**config.mk**
```make
export PLATFORM = sky130hd
export DESIGN_NAME = load_extractor_flat
export DESIGN_NICKNAME = d
export VERILOG_FILES = /design/src/logic/dmem_pkg.sv /design/src/logic/mem_bus_if.sv /design/src/logic/load_extractor.sv /design/src/flat_wrapper.sv
export VERILOG_INCLUDE_DIRS = /design/src /design/src/include
export SDC_FILE = /design/constraint.sdc
export NUM_CORES = 1
export LEC_CHECK = 0
export BUFFER_PORTS_ARGS = -buffer_cell sky130_fd_sc_hd__buf_4
export CAP_MARGIN = 40
export CORE_UTILIZATION = 36
export DETAILED_ROUTE_END_ITERATION = 16
export PLACE_DENSITY_LB_ADDON = 0.1
export SYNTH_ARGS = -nofsm -noshare
export SYNTH_HDL_FRONTEND = slang
export SYNTH_SLANG_ARGS = --single-unit
```
**constraint.sdc**
```tcl
create_clock -name vclk -period 1.5
set_input_delay 0.15 -clock vclk [all_inputs]
set_output_delay 0.15 -clock vclk [all_outputs]
set_load 0.01 [all_outputs]
```
**src/include/dmem_settings.svh**
```systemverilog
`ifndef DMEM_SETTINGS_SVH
`define DMEM_SETTINGS_SVH

// Data word width in bits
`define DMEM_WORD_BITS 32

// Word address width, 1024 words
`define DMEM_ADDR_BITS 10

// Access size codes carried on cpu_size and tga_size
`define DMEM_SIZE_BYTE 2'd0
`define DMEM_SIZE_HALF 2'd1
`define DMEM_SIZE_WORD 2'd2

`endif

```
**src/logic/dmem_pkg.sv**
```systemverilog
`include "dmem_settings.svh"

package dmem_pkg;

	// One data word
	typedef logic [`DMEM_WORD_BITS-1:0] word_t;

	// Word-aligned address into the array
	typedef logic [`DMEM_ADDR_BITS-1:0] word_addr_t;

	typedef logic [`DMEM_ADDR_BITS+1:0] byte_addr_t;	// Word address plus 2 offset bits

	// One enable per byte lane
	typedef logic [`DMEM_WORD_BITS/8-1:0] byte_en_t;

	typedef logic [$clog2(`DMEM_WORD_BITS/8)-1:0] byte_off_t;	// Byte inside word

	// Byte, half or word code
	typedef logic [1:0] access_size_t;

endpackage

```
**src/logic/mem_bus_if.sv**
```systemverilog
`timescale 1ns/100ps

interface mem_bus_if;
	import dmem_pkg::*;

	// Wishbone classic request side
	logic cyc;					// Bus cycle active
	logic stb;					// Strobe, request valid
	logic we;					// 1 = store
	word_addr_t adr;			// Word address
	byte_en_t sel;				// Lanes touched
	word_t dat_w;				// Lane-shifted store data

	// Response side
	word_t dat_r;				// Raw word read
	logic ack;					// One-cycle acknowledge

	// Tags for the load path
	access_size_t tga_size;		// Access size
	logic tga_unsigned;			// Zero-extend when set
	byte_off_t tga_off;			// Offset, low bits already cleared

	// Aligner drives the request and tags
	modport master(output cyc, stb, we, adr, sel, dat_w,
		tga_size, tga_unsigned, tga_off);

	// Memory sees only the plain request
	modport slave(input cyc, stb, we, adr, sel, dat_w, output dat_r, ack);

	// Extractor watches the response and tags
	modport monitor(input dat_r, ack, tga_size, tga_unsigned, tga_off);

endinterface

```
**src/logic/load_extractor.sv**
```systemverilog
`timescale 1ns/100ps
`include "dmem_settings.svh"

module load_extractor(
	mem_bus_if.monitor bus,
	output dmem_pkg::word_t cpu_rdata,
	output logic cpu_ack
);

	logic [7:0] sel_byte;		// Addressed byte
	logic [15:0] sel_half;		// Addressed half
	logic byte_fill;			// Extension bit for a byte
	logic half_fill;			// Extension bit for a half

	// tga_off arrives cleaned, used as is
	assign sel_byte = bus.dat_r[8*bus.tga_off +: 8];
	assign sel_half = bus.dat_r[16*bus.tga_off[1] +: 16];

	// Sign bit unless unsigned load
	assign byte_fill = ~bus.tga_unsigned & sel_byte[7];
	assign half_fill = ~bus.tga_unsigned & sel_half[15];

	always_comb begin
		case (bus.tga_size)
			`DMEM_SIZE_BYTE: begin
				cpu_rdata = {{(`DMEM_WORD_BITS-8){byte_fill}}, sel_byte};
			end
			`DMEM_SIZE_HALF: begin
				cpu_rdata = {{(`DMEM_WORD_BITS-16){half_fill}}, sel_half};
			end
			default: begin
				cpu_rdata = bus.dat_r;	// Word unchanged
			end
		endcase
	end

	// Data valid while ack is high, meaningless on a store
	assign cpu_ack = bus.ack;

endmodule

```
**src/flat_wrapper.sv**
```systemverilog
// flat-port wrapper written by rule: the top's interface ports become plain ports
module load_extractor_flat 
  (cpu_rdata, cpu_ack, bus_dat_r, bus_ack, bus_tga_size, bus_tga_unsigned, bus_tga_off);
  mem_bus_if bus_i ();
  output dmem_pkg::word_t cpu_rdata;
  output logic cpu_ack;
  input wire logic [$bits(bus_i.dat_r)-1:0] bus_dat_r;
  input wire logic [$bits(bus_i.ack)-1:0] bus_ack;
  input wire logic [$bits(bus_i.tga_size)-1:0] bus_tga_size;
  input wire logic [$bits(bus_i.tga_unsigned)-1:0] bus_tga_unsigned;
  input wire logic [$bits(bus_i.tga_off)-1:0] bus_tga_off;
  assign bus_i.dat_r = bus_dat_r;
  assign bus_i.ack = bus_ack;
  assign bus_i.tga_size = bus_tga_size;
  assign bus_i.tga_unsigned = bus_tga_unsigned;
  assign bus_i.tga_off = bus_tga_off;
  load_extractor u_core (.bus(bus_i), .cpu_rdata(cpu_rdata), .cpu_ack(cpu_ack));
endmodule
```
==> run summary <==
FF+latch area - 0 um^2
Placed cell area - 1350 um^2
Die Y - 48.3 um
FP Rows - 16
CORE AREA - 1980 um^2
HP Start - bus_ack
Post-Route WL - 2.91 mm
CP cell instances - buf_8 -> mux2i_1 -> or4_4 -> and3_4 -> buf_8 -> a21oi_2 -> buf_4
Final Hold Viols - 0
Register area share after synthesis - 0%
Setup violators final - 9
Yosys synthesis warning count - 0
Die width - 48.3 um
DP Wirelength - 2.09 mm
Crit-path slowest cell - or4_4
Critical Path Start - bus_tga_off[1]
Critical path type - in -> out
RSZ-0062 raised after global routing - true
Failing checks - setup timing
Biggest cell delay along the critical path - 0.41 ns
Largest net degree at the start of global routing - 40
# hold bufs at CTS - 0
Max Freq - 0.653 GHz
IO Pins - 71
Netlist cell types - 23
CLK BUF - 0
Share of layout cells above drive strength 1 - 62.8%
Fillers - 154
DR WL/cell - 13.1 um
Area Growth Syn to Fin - 96.1%
Max VDD drop - 0.263 mV
Synth area leader - a21oi_1
IO buf count - 69
Gate Count Post-Synth - 124
First-pass detailed-route iteration total - 4
Post-route setup slack - -0.0304 ns
Share of the synthesized area in the top cell type - 16.9%
GR Overflow Total - 0
Leak pwr - 0.000742 uW
Most frequent CP cell - buf_8
Crit Path Max Fanout - 8
Critical Path Start Type - input pin
Final instance area - 1510 um^2
Worst slew margin relative to its limit - 73.6%
Post-Syn Area - 772 um^2
GRT Total Usage - 23.3%
Sequential cell count - 0
Initial antenna violation count - 0
Status - finished with violations
Crit path DAT - 1.38 ns
Drt initial violations - 25
GPL Wtd Cong - 0.819
Hold/Removal Path Class - in -> out
Avg Inst Size Synth - 6.23 um^2
Synthesized Nets - 162
Pwr dens - 367 nW/um^2
Min-Delay Path Depth - 0
Initial Utilization - 39.0%
Period Utilization, post-route - 102%
Post-layout util - 76.4%
Clock period minus worst slack - 1.53 ns
Synth area leaders - a21oi_1 17%, mux2i_1 13%, a21oi_2 11%, nand2_1 10%, a22o_1 7.9%
Die footprint - 2330 um^2
Max-cap violations - 0
Vias in the first global route - 1091
# DRC - 0
Final #Nets - 236
DR vias/cell - 5.26
# diodes - 0
Via count of the routed design - 1174
Final ANT Viol Nets - 0
Worst-Margin Slew - 0.395 ns
Data required, critical path - 1.35 ns
CP Capture Type - output pin
Commonest non-fill, non-tap cell in the layout - buf_4
Final Slew Violations - 0
Most frequent cells in the layout - 77 x buf_4, 21 x nand2_1, 20 x a21oi_2
Global-route wire length before repair - 4.66 mm
[per-stage QoR]
step	total power, uW	hold slack, ns	instances	TNS [ns]	setup slack (ns)
global route	596	0.300	223	-0.787	-0.0627
global placement	483	0.300	220	-1.92	-0.0963
finish	556	0.300	223	-0.0821	-0.0304
CTS	527	0.300	222	0	0.00367
detailed placement	489	0.300	220	-2.65	-0.127
floorplan	248	0.392	124	-0.0864	-0.0288
[synth_stat cells]
cell type   n
or3_1       1
clkbuf_1    6
buf_2       4
o21bai_1    2
nor2b_1     6
a22o_1      7
nor2_1      1
buf_6       3
a21oi_2    10
inv_1       7
and3_1      1
mux2_2      1
nor3b_1     1
or2_2       1
nor3_1      4
nand3_1     2
mux2i_1    10
nand2_1    21
or4_1       1
or3b_2      7
or4bb_1     1
a21oi_1    26
buf_4       1
[final cells by class]
class / instances / area [um^2] / area share, %
Multi-Input combinational cell: 103 / 759 / 50.2
Inverter: 7 / 26.3 / 1.74
Timing Repair Buffer: 86 / 694 / 45.9
Tap cell: 27 / 33.8 / 2.23
[path summary, 6_finish.rpt]
| check | end | slack (ns) |
|---|---|---|
| setup / recovery | cpu_rdata[30] | -0.03 |
| hold / removal | cpu_ack | 0.30 |
[report_power, final]
group	switching, uW	leakage, uW	internal [uW]
Combinational	249	0.000742	306
Sequential	0	0	0
Clock	0	0	0
[worst max-delay path: cells and delay by family]
family          cells  cell delay, ns
compound gates      1            0.11
simple gates        2            0.63
mux                 1            0.11
buf+inv             3            0.38
[layer usage]
layer / up-vias / part of all wire [%] / GRT usage [%]
li1: 583 / - / -
met2: 54 / 48 / 41.3
met1: 533 / 44 / 31.3
met5: - / 0 / 0
met4: 0 / 1.4 / 3.43
met3: 4 / 6.8 / 1.89
[timing repair]
item / in CTS / in global routing
pin swaps: 4 / 7
resized for setup: 24 / 15
buffers inserted: 2 / 1
cloned: 0 / 0
endpoints found under the setup margin: 31 / 31
[cell families after synthesis]
kind of cell           after synthesis  synth area share (%)
AOI/OAI and AO/OA                   45                  38.1
buffers and inverters               21                  14.3
muxes                               11                  14.4
and+or+nand+nor                     47                  33.2
(Power assumes the default switching activity.)
