## src/include/dmem_settings.svh

```systemverilog
`ifndef DMEM_SETTINGS_SVH
`define DMEM_SETTINGS_SVH

// Data word width in bits
`define DMEM_WORD_BITS 32

// Word address width, 1024 words
`define DMEM_ADDR_BITS 10

// Access size codes carried on cpu_size and tga_size
`define DMEM_SIZE_BYTE 2'd0
`define DMEM_SIZE_HALF 2'd1
`define DMEM_SIZE_WORD 2'd2

`endif

```

## src/logic/dmem_pkg.sv

```systemverilog
`include "dmem_settings.svh"

package dmem_pkg;

	// One data word
	typedef logic [`DMEM_WORD_BITS-1:0] word_t;

	// Word-aligned address into the array
	typedef logic [`DMEM_ADDR_BITS-1:0] word_addr_t;

	typedef logic [`DMEM_ADDR_BITS+1:0] byte_addr_t;	// Word address plus 2 offset bits

	// One enable per byte lane
	typedef logic [`DMEM_WORD_BITS/8-1:0] byte_en_t;

	typedef logic [$clog2(`DMEM_WORD_BITS/8)-1:0] byte_off_t;	// Byte inside word

	// Byte, half or word code
	typedef logic [1:0] access_size_t;

endpackage

```

## src/logic/mem_bus_if.sv

```systemverilog
`timescale 1ns/100ps

interface mem_bus_if;
	import dmem_pkg::*;

	// Wishbone classic request side
	logic cyc;					// Bus cycle active
	logic stb;					// Strobe, request valid
	logic we;					// 1 = store
	word_addr_t adr;			// Word address
	byte_en_t sel;				// Lanes touched
	word_t dat_w;				// Lane-shifted store data

	// Response side
	word_t dat_r;				// Raw word read
	logic ack;					// One-cycle acknowledge

	// Tags for the load path
	access_size_t tga_size;		// Access size
	logic tga_unsigned;			// Zero-extend when set
	byte_off_t tga_off;			// Offset, low bits already cleared

	// Aligner drives the request and tags
	modport master(output cyc, stb, we, adr, sel, dat_w,
		tga_size, tga_unsigned, tga_off);

	// Memory sees only the plain request
	modport slave(input cyc, stb, we, adr, sel, dat_w, output dat_r, ack);

	// Extractor watches the response and tags
	modport monitor(input dat_r, ack, tga_size, tga_unsigned, tga_off);

endinterface

```

## src/logic/store_aligner.sv

```systemverilog
`timescale 1ns/100ps
`include "dmem_settings.svh"

module store_aligner(
	input logic cpu_cyc,
	input logic cpu_stb,
	input logic cpu_we,
	input dmem_pkg::byte_addr_t cpu_addr,
	input dmem_pkg::access_size_t cpu_size,
	input logic cpu_unsigned,
	input dmem_pkg::word_t cpu_wdata,
	mem_bus_if.master bus
);
	import dmem_pkg::*;

	byte_off_t off_clean;		// Offset with sub-size bits forced low
	byte_en_t store_sel;		// Lanes for a store of this size
	word_t lane_data;			// Store data copied into every candidate lane

	// Size decode, misaligned bits simply dropped
	always_comb begin
		case (cpu_size)
			`DMEM_SIZE_BYTE: begin
				off_clean = cpu_addr[1:0];
				lane_data = {4{cpu_wdata[7:0]}};	// Byte in all four lanes
				store_sel = 4'b0001 << off_clean;
			end
			`DMEM_SIZE_HALF: begin
				off_clean = {cpu_addr[1], 1'b0};	// Only bit 1 counts
				lane_data = {2{cpu_wdata[15:0]}};
				store_sel = 4'b0011 << off_clean;
			end
			default: begin
				// Word, unused code 3 handled the same
				off_clean = '0;
				lane_data = cpu_wdata;
				store_sel = '1;
			end
		endcase
	end

	// Handshake straight through
	assign bus.cyc = cpu_cyc;
	assign bus.stb = cpu_stb;
	assign bus.we = cpu_we;

	assign bus.adr = cpu_addr[`DMEM_ADDR_BITS+1:2];	// Drop byte offset
	assign bus.sel = cpu_we ? store_sel : '1;		// Loads read the whole word
	assign bus.dat_w = lane_data;

	// Tags for the extractor
	assign bus.tga_size = cpu_size;
	assign bus.tga_unsigned = cpu_unsigned;
	assign bus.tga_off = off_clean;

endmodule

```

## src/flat_wrapper.sv

```systemverilog
// flat-port wrapper written by rule: the top's interface ports become plain ports
module store_aligner_flat import dmem_pkg::*;
  (cpu_cyc, cpu_stb, cpu_we, cpu_addr, cpu_size, cpu_unsigned, cpu_wdata, bus_cyc, bus_stb, bus_we, bus_adr, bus_sel, bus_dat_w, bus_tga_size, bus_tga_unsigned, bus_tga_off);
  mem_bus_if bus_i ();
  input logic cpu_cyc;
  input logic cpu_stb;
  input logic cpu_we;
  input dmem_pkg::byte_addr_t cpu_addr;
  input dmem_pkg::access_size_t cpu_size;
  input logic cpu_unsigned;
  input dmem_pkg::word_t cpu_wdata;
  output wire logic [$bits(bus_i.cyc)-1:0] bus_cyc;
  output wire logic [$bits(bus_i.stb)-1:0] bus_stb;
  output wire logic [$bits(bus_i.we)-1:0] bus_we;
  output wire logic [$bits(bus_i.adr)-1:0] bus_adr;
  output wire logic [$bits(bus_i.sel)-1:0] bus_sel;
  output wire logic [$bits(bus_i.dat_w)-1:0] bus_dat_w;
  output wire logic [$bits(bus_i.tga_size)-1:0] bus_tga_size;
  output wire logic [$bits(bus_i.tga_unsigned)-1:0] bus_tga_unsigned;
  output wire logic [$bits(bus_i.tga_off)-1:0] bus_tga_off;
  assign bus_cyc = bus_i.cyc;
  assign bus_stb = bus_i.stb;
  assign bus_we = bus_i.we;
  assign bus_adr = bus_i.adr;
  assign bus_sel = bus_i.sel;
  assign bus_dat_w = bus_i.dat_w;
  assign bus_tga_size = bus_i.tga_size;
  assign bus_tga_unsigned = bus_i.tga_unsigned;
  assign bus_tga_off = bus_i.tga_off;
  store_aligner u_core (.cpu_cyc(cpu_cyc), .cpu_stb(cpu_stb), .cpu_we(cpu_we), .cpu_addr(cpu_addr), .cpu_size(cpu_size), .cpu_unsigned(cpu_unsigned), .cpu_wdata(cpu_wdata), .bus(bus_i));
endmodule
```

## config.mk

```make
export PLATFORM = sky130hd
export DESIGN_NAME = store_aligner_flat
export DESIGN_NICKNAME = d
export VERILOG_FILES = /design/src/logic/dmem_pkg.sv /design/src/logic/mem_bus_if.sv /design/src/logic/store_aligner.sv /design/src/flat_wrapper.sv
export VERILOG_INCLUDE_DIRS = /design/src /design/src/include
export SDC_FILE = /design/constraint.sdc
export NUM_CORES = 1
export LEC_CHECK = 0
export BUFFER_PORTS_ARGS = -buffer_cell sky130_fd_sc_hd__buf_2
export CORE_MARGIN = 5
export CORE_UTILIZATION = 25
export DETAILED_ROUTE_END_ITERATION = 12
export GPL_TIMING_DRIVEN = 0
export PLACE_DENSITY = 0.83
export SLEW_MARGIN = 10
export SYNTH_ARGS = -nofsm -noshare
export SYNTH_HDL_FRONTEND = slang
export SYNTH_SLANG_ARGS = --single-unit
```

## constraint.sdc

```tcl
create_clock -name vclk -period 1.4
set_input_delay 0.28 -clock vclk [all_inputs]
set_output_delay 0.28 -clock vclk [all_outputs]
set_load 0.01 [all_outputs]
```

==> impl_metrics.tcl, run 1 <==
set metrics [dict create \
    status "completed" \
    post_drt_wl_per_cell_um 13.2 \
    critical_path_class "primary input to output port" \
    fin_crit_ns 1.36 \
    top_layer "met3" \
    n_sequential_cell 0 \
    numPortBuffers 90 \
    num_rows 18 \
    coreArea_mm2 0.00243 \
    p_per_area_mw_per_mm2 352 \
    hold_slack_ns 0.744 \
    worst-path-buf-inv 2 \
    seqCellArea_um2 0 \
    antenna_left 0 \
    tightest_slew_ns 0.195 \
    nClkBuffers 0 \
    synth_cells 79 \
    crit_arrival_ns 1.08 \
    hold_violations 0 \
    netlist_area_um2 619 \
    layout_commonest_cell "buf_2" \
    final_util_pct 47.4 \
    syn_nets 129 \
    track_usage_pct 12.7 \
    fmax_mhz 737 \
    startpoint_type "primary input" \
    p_leak_nw 0.680 \
    num_io_pins 104 \
    initialDrtViolationCount 7 \
    antenna_found_initial 0 \
    fin_nets 222 \
    cp_max_fo 10 \
    report.final.slew_viol_count 0 \
    finalCritPeriodShare_pct 96.9 \
    cp_top_family "multiplexers" \
    rsz0062_at_grt "false" \
    layout_common_cells "88 x buf_2, 24 x buf_4, 13 x mux2_2" \
    wl_met1_um 968 \
    start_util_pct 25.5 \
    finalSetupViolCount 0 \
    ys_types 13 \
    grt_pass1_wl_mm 3.63 \
    dieArea_mm2 0.00357 \
    ys_seq_area_share_pct 0 \
    drc 0 \
    met2_length_mm 1.29 \
    grt_overflow 0 \
    relSlewSlack_pct 87.0 \
    n_fill_cell 264 \
    n_antenna_cell 0 \
    hpwl_mm 2.20 \
    yosysWarnings 0 \
    drtPass1Iterations 2 \
    fp.dieW_um 59.8 \
    required_ns 1.12 \
    routabilityCongestion 0.659 \
    vdd_drop_max_v 0.000172 \
    crit_slowest_cell "mux2_2" \
    postSynthAreaPerCell_um2 7.84 \
    grt_pass1_vias 807 \
    grt_max_degree 11 \
    avgViaCountPerCell 4.24 \
    syn_to_final_growth_pct 86.1 \
    wl_mm 2.65 \
    cts_hold_buf 0 \
    path_cells "buf_6, nor2_8, mux2_2, buf_2" \
    hold_class "primary input to output port" \
    slowest_delay_ns 0.35 \
    finalSetupTns_ns 0 \
    drive_gt1_share_pct 80.0 \
    met3_length_um 387 \
    die-height_um 59.8 \
    drv_cap 0 \
    num_vias 847 \
    total_power_mw 0.406 \
    worst_setup_path_end_kind "output port" \
]
through the flow:
step	cells	cell area (um2)	setup slack (ns)
2_1_floorplan	79	619	0.211
3_3_place_gp	199	1110	-0.0277
3_5_place_dp	199	1110	-0.0320
4_1_cts	200	1120	-0.000950
5_1_grt	200	1150	0.00299
6_report	200	1150	0.0440
metal layers:
| layer | up-vias | track usage [%] |
|---|---|---|
| li1 | 430 | - |
| met2 | 59 | 23.6 |
| met1 | 358 | 16.3 |
| met3 | 0 | 1.51 |
| met5 | - | 0 |
| met4 | 0 | 0 |
where the power goes:
part | leakage [nW] | internal [mW] | total (mW) | switching (mW)
sequential | 0 | 0 | 0 | 0
clock | 0 | 0 | 0 | 0
combinational | 0.680 | 0.222 | 0.406 | 0.184
total | 0.680 | 0.222 | 0.406 | 0.184
cells in the mapped netlist, drive strengths merged:
library cell	instances	area (um2)
buf	28	219
mux2	16	180
o21ai	12	60.1
mux2i	8	80.1
nand2	8	30.0
nor2	3	27.5
nor2b	2	12.5
and2	1	6.26
inv	1	3.75
path summary, 6_finish.rpt:
kind                     from      endpoint  slack (ns)  cells after the start
setup / recovery  cpu_size[1]  bus_dat_w[8]        0.04                      4
hold / removal    cpu_addr[3]    bus_adr[1]        0.74                      2
logic make-up (layout without fill, tap and decap cells):
family          Yosys count  in the layout  synth area share [%]
compound gates           12             12                  9.70
buf+inv                  29            119                  36.0
mux                      24             24                  42.0
simple gates             14             15                  12.3
area by class of cell:
class	instances	area (um2)	area share, %
buffer	28	223	19.3
inverter	1	3.75	0.326
multi-input combinational	51	419	36.4
tap	30	37.5	3.26
timing repair buffer	90	469	40.7
repair_timing:
| action | 4_1_cts | 5_1_grt |
|---|---|---|
| setup buffers | 0 | 0 |
| cloned | 1 | 0 |
| endpoints found under the setup margin | 8 | 14 |
| pin swaps | 1 | 1 |
| resized for setup | 0 | 9 |
No activity file was read; power rests on OpenSTA's default activity.
==> run 2: changes to the inputs <==
--- a/config.mk
+++ b/config.mk
@@ -7,7 +7,6 @@
 export NUM_CORES = 1
 export LEC_CHECK = 0
 export BUFFER_PORTS_ARGS = -buffer_cell sky130_fd_sc_hd__buf_2
-export CORE_MARGIN = 5
 export CORE_UTILIZATION = 25
 export DETAILED_ROUTE_END_ITERATION = 12
 export GPL_TIMING_DRIVEN = 0
==> run 2 against run 1 <==
  * Maximum frequency is 0.76% lower
  * Combinational power is 5.2% lower
  * Via count shrank 2.2%
  * Largest cell class unchanged
  * Die area decreased by 25%
  * Non-clock buffer count did not move
  * Count of clock-buffer cells in the layout unchanged
  * First-iteration DRC count fell by 43%
  * Sequential share of layout area is the same
  * Utilization is 1.9 points higher
  * Total power is 5.2% lower
  * Critical path type unchanged
==> impl_metrics.tcl, run 2 (synthesis gave the netlist of run 1 again) <==
set metrics [dict create \
    worst-path-buf-inv 2 \
    drv_cap 0 \
    p_per_area_mw_per_mm2 343 \
    layout_common_cells "90 x buf_2, 25 x buf_4, 16 x mux2_2" \
    wl_mm 1.98 \
    coreArea_mm2 0.00228 \
    hold_violations 0 \
    layout_commonest_cell "buf_2" \
    post_cts_buffers 0 \
    drive_gt1_share_pct 80.0 \
    dp.cells 197 \
    seqCellArea_um2 0 \
    antenna_left 0 \
    required_ns 1.12 \
    num_rows 17 \
    relSlewSlack_pct 87.0 \
    routabilityCongestion 0.663 \
    grt_pass1_vias 640 \
    critical_path_class "primary input to output port" \
    fin_nets 222 \
    crit_arrival_ns 1.09 \
    crit_slowest_cell "mux2_2" \
    initialDrtViolationCount 4 \
    post_drt_wl_per_cell_um 9.99 \
    worst_slack_ns 0.0336 \
    nClkBuffers 0 \
    path_cells "buf_4, nor2_8, mux2_2, buf_2" \
    finalSetupViolCount 0 \
    worst_setup_path_end_kind "output port" \
    num_io_pins 104 \
    start_util_pct 27.2 \
    drc 0 \
    grt_max_degree 11 \
    n_sequential_cell 0 \
    dieArea_mm2 0.00268 \
    fmax_mhz 732 \
    status "completed" \
    vdd_drop_max_v 0.000191 \
    cp_top_family "multiplexers" \
    num_vias 828 \
    numPortBuffers 90 \
    track_usage_pct 12.9 \
    syn_to_final_growth_pct 81.2 \
    antenna_found_initial 0 \
    tightest_slew_ns 0.195 \
    p_leak_nw 0.663 \
    instances_no_fill 198 \
    n_antenna_cell 0 \
    post-place-ws_ns -0.0131 \
    finalCritPeriodShare_pct 97.6 \
    avgViaCountPerCell 4.18 \
    fp.dieW_um 51.8 \
    report.final.slew_viol_count 0 \
    rsz0062_at_grt "true" \
    cts_hold_buf 0 \
    drtPass1Iterations 3 \
    slowest_delay_ns 0.35 \
    fin_crit_ns 1.37 \
    grt_overflow 0 \
    die-height_um 51.8 \
    hold_class "primary input to output port" \
    grt_pass1_wl_mm 2.75 \
    startpoint_type "primary input" \
    hpwl_mm 1.65 \
    cp_max_fo 5 \
]
## run 2: changes by cell type in the layout (fill, tap and decap cells not counted)
cell and change:
mux2_4 -3, buf_4 +1, buf_6 -3, mux2_2 +3, buf_2 +2
## run 2: layout make-up
cell class	count	area, um2
fill	245	1150
timing repair buffer	90	453
multi-input combinational	51	408
buffer	28	223
tap	28	35.0
inverter	1	3.75
## run 2: path summary, 6_finish.rpt
path,cells after the start,start,endpoint
max,4,cpu_size[0],bus_dat_w[10]
min,2,cpu_size[1],bus_tga_size[1]
## run 2: where the power goes
part | internal [mW] | total (mW) | switching, mW
Clock | 0 | 0 | 0
Sequential | 0 | 0 | 0
Combinational | 0.212 | 0.385 | 0.173
## run 2: what timing repair did
action,in CTS,in global routing
pin swaps,1,2
gates resized for setup,0,3
setup endpoints to repair,8,10
cloned,0,1
## run 2: routing by layer
layer	wire length [um]	vias to the layer above	track usage, %
met2	1040	51	26.2
met3	171	0	0.292
met5	0	-	0
met4	0	0	0
li1	-	430	-
met1	770	347	15.6
## run 2: per-stage QoR
stage / utilization (%) / hold WS (ns) / cell area, um2 / power [mW] / setup TNS, ns
after floorplan: - / 0.652 / 619 / 0.217 / 0
after global placement: 48.5 / 0.743 / 1100 / 0.378 / -0.0857
after detailed placement: 48.5 / 0.744 / 1100 / 0.382 / -0.0756
after CTS: 48.5 / 0.744 / 1100 / 0.383 / 0
after global routing: 49.3 / 0.747 / 1120 / 0.420 / -0.0151
final: 49.3 / 0.743 / 1120 / 0.385 / 0
==> run 3: changes to the inputs <==
--- a/config.mk
+++ b/config.mk
@@ -7,10 +7,12 @@
 export NUM_CORES = 1
 export LEC_CHECK = 0
 export BUFFER_PORTS_ARGS = -buffer_cell sky130_fd_sc_hd__buf_2
-export CORE_UTILIZATION = 25
+export CELL_PAD_IN_SITES_DETAIL_PLACEMENT = 2
+export CELL_PAD_IN_SITES_GLOBAL_PLACEMENT = 2
+export CORE_UTILIZATION = 11
 export DETAILED_ROUTE_END_ITERATION = 12
 export GPL_TIMING_DRIVEN = 0
-export PLACE_DENSITY = 0.83
+export PLACE_DENSITY = 0.89
 export SLEW_MARGIN = 10
 export SYNTH_ARGS = -nofsm -noshare
 export SYNTH_HDL_FRONTEND = slang
==> run 3 against run 2 <==
  * Utilization shrank 26 points
  * Setup slack worse by 0.014 ns
  * Critical path depth stayed put
  * Sequential share of layout area is the same
  * Via count increased by 11%
  * Combinational power is 7.3% higher
  * Global-route usage down 3.3 points
  * Final cell count rose by 22%
  * Hold slack improved by 0.00057 ns
  * Largest cell class unchanged
  * Highest routed layer unchanged
==> impl_metrics.tcl, run 3 (synthesis gave the netlist of run 1 again) <==
set metrics [dict create \
    track_usage_pct 9.58 \
    layout_commonest_cell "buf_2" \
    stdcell_area_mm2 0.00121 \
    report.final.slew_viol_count 0 \
    instances_no_fill 241 \
    grt_overflow 0 \
    n_fill_cell 668 \
    syn_to_final_growth_pct 95.4 \
    tightest_slew_ns 0.214 \
    drive_gt1_share_pct 80.7 \
    fp.dieW_um 77.0 \
    start_util_pct 11.8 \
    fmax_mhz 725 \
    n_antenna_cell 0 \
    rsz0062_at_grt "true" \
    wl_mm 3.04 \
    hpwl_mm 2.54 \
    num_vias 919 \
    fin_crit_ns 1.38 \
    drtPass1Iterations 2 \
    relSlewSlack_pct 85.7 \
    grt_pass1_wl_mm 4.64 \
    drc 0 \
    placed_area_mm2 0.00116 \
    critical_path_class "primary input to output port" \
    layout_common_cells "90 x buf_2, 26 x buf_4, 13 x mux2_2" \
    hold_class "primary input to output port" \
    numPortBuffers 90 \
    n_sequential_cell 0 \
    status "completed" \
    post-place-ws_ns -0.0635 \
    avgViaCountPerCell 3.81 \
    initialDrtViolationCount 1 \
    nClkBuffers 0 \
    cp_top_family "multiplexers" \
    p_leak_nw 0.683 \
    grt_pass1_vias 961 \
    slowest_delay_ns 0.35 \
    coreArea_mm2 0.00527 \
    dp.cells 239 \
    antenna_found_initial 0 \
    path_cells "buf_8, nor2_8, mux2_2, buf_2" \
    grt_max_degree 11 \
    crit_arrival_ns 1.10 \
    num_io_pins 104 \
    finalSetupViolCount 0 \
    num_rows 26 \
    antenna_left 0 \
    worst_slack_ns 0.0198 \
    dieArea_mm2 0.00593 \
    total_power_mw 0.413 \
    cts_hold_buf 0 \
    cp_max_fo 10 \
    post_drt_wl_per_cell_um 12.6 \
    finalCritPeriodShare_pct 98.6 \
    vdd_drop_max_v 0.0000875 \
    startpoint_type "primary input" \
    die-height_um 77.0 \
    routabilityCongestion 0.717 \
    worst-path-buf-inv 2 \
    multi_input_area_um2 423 \
    drv_cap 0 \
    hold_violations 0 \
    worst_setup_path_end_kind "output port" \
    seqCellArea_um2 0 \
    p_per_area_mw_per_mm2 341 \
    required_ns 1.12 \
    fin_nets 223 \
    crit_slowest_cell "mux2_2" \
]
-- run 3: cell types whose count changed in the layout (fill, tap and decap cells not counted), sizes merged --
cell / previous run / this run
buf: 118 / 119
-- run 3: where the power goes --
group	switching, mW	internal (mW)
sequential	0	0
combinational	0.190	0.223
clock	0	0
-- run 3: layout make-up --
cell class / instances / area share (%)
plain buffers: 28 / 19.4
inverters: 1 / 0.310
well taps: 70 / 7.24
repair buffers: 91 / 38.1
multi-input cells: 51 / 35.0
-- run 3: per-stage QoR --
step,util (%),setup TNS [ns],hold WS (ns)
after floorplan,-,0,0.652
final,23.0,0,0.743
after CTS,22.7,0,0.745
after global placement,22.0,-0.339,0.744
after detailed placement,22.0,-0.421,0.745
after global routing,23.0,-0.0267,0.747
-- run 3: timing repair --
action                     in CTS  in global routing
setup endpoints to repair       9                 11
gates cloned                    1                  0
setup buffers                   1                  0
pin swaps                       2                  1
gates resized for setup         5                  4
-- run 3: path summary, 6_finish.rpt --
path	slack, ns	end	cells after the start	start
worst max-delay path	0.02	bus_dat_w[11]	4	cpu_size[1]
worst min-delay path	0.74	bus_adr[6]	2	cpu_addr[8]
-- run 3: metal layers --
layer / wire length (um) / vias to the layer above / global-route usage, %
li1: - / 432 / -
met2: 1770 / 57 / 21.9
met1: 1020 / 430 / 9.16
met5: 0 / - / 0
met4: 0 / 0 / 0
met3: 247 / 0 / 1.19
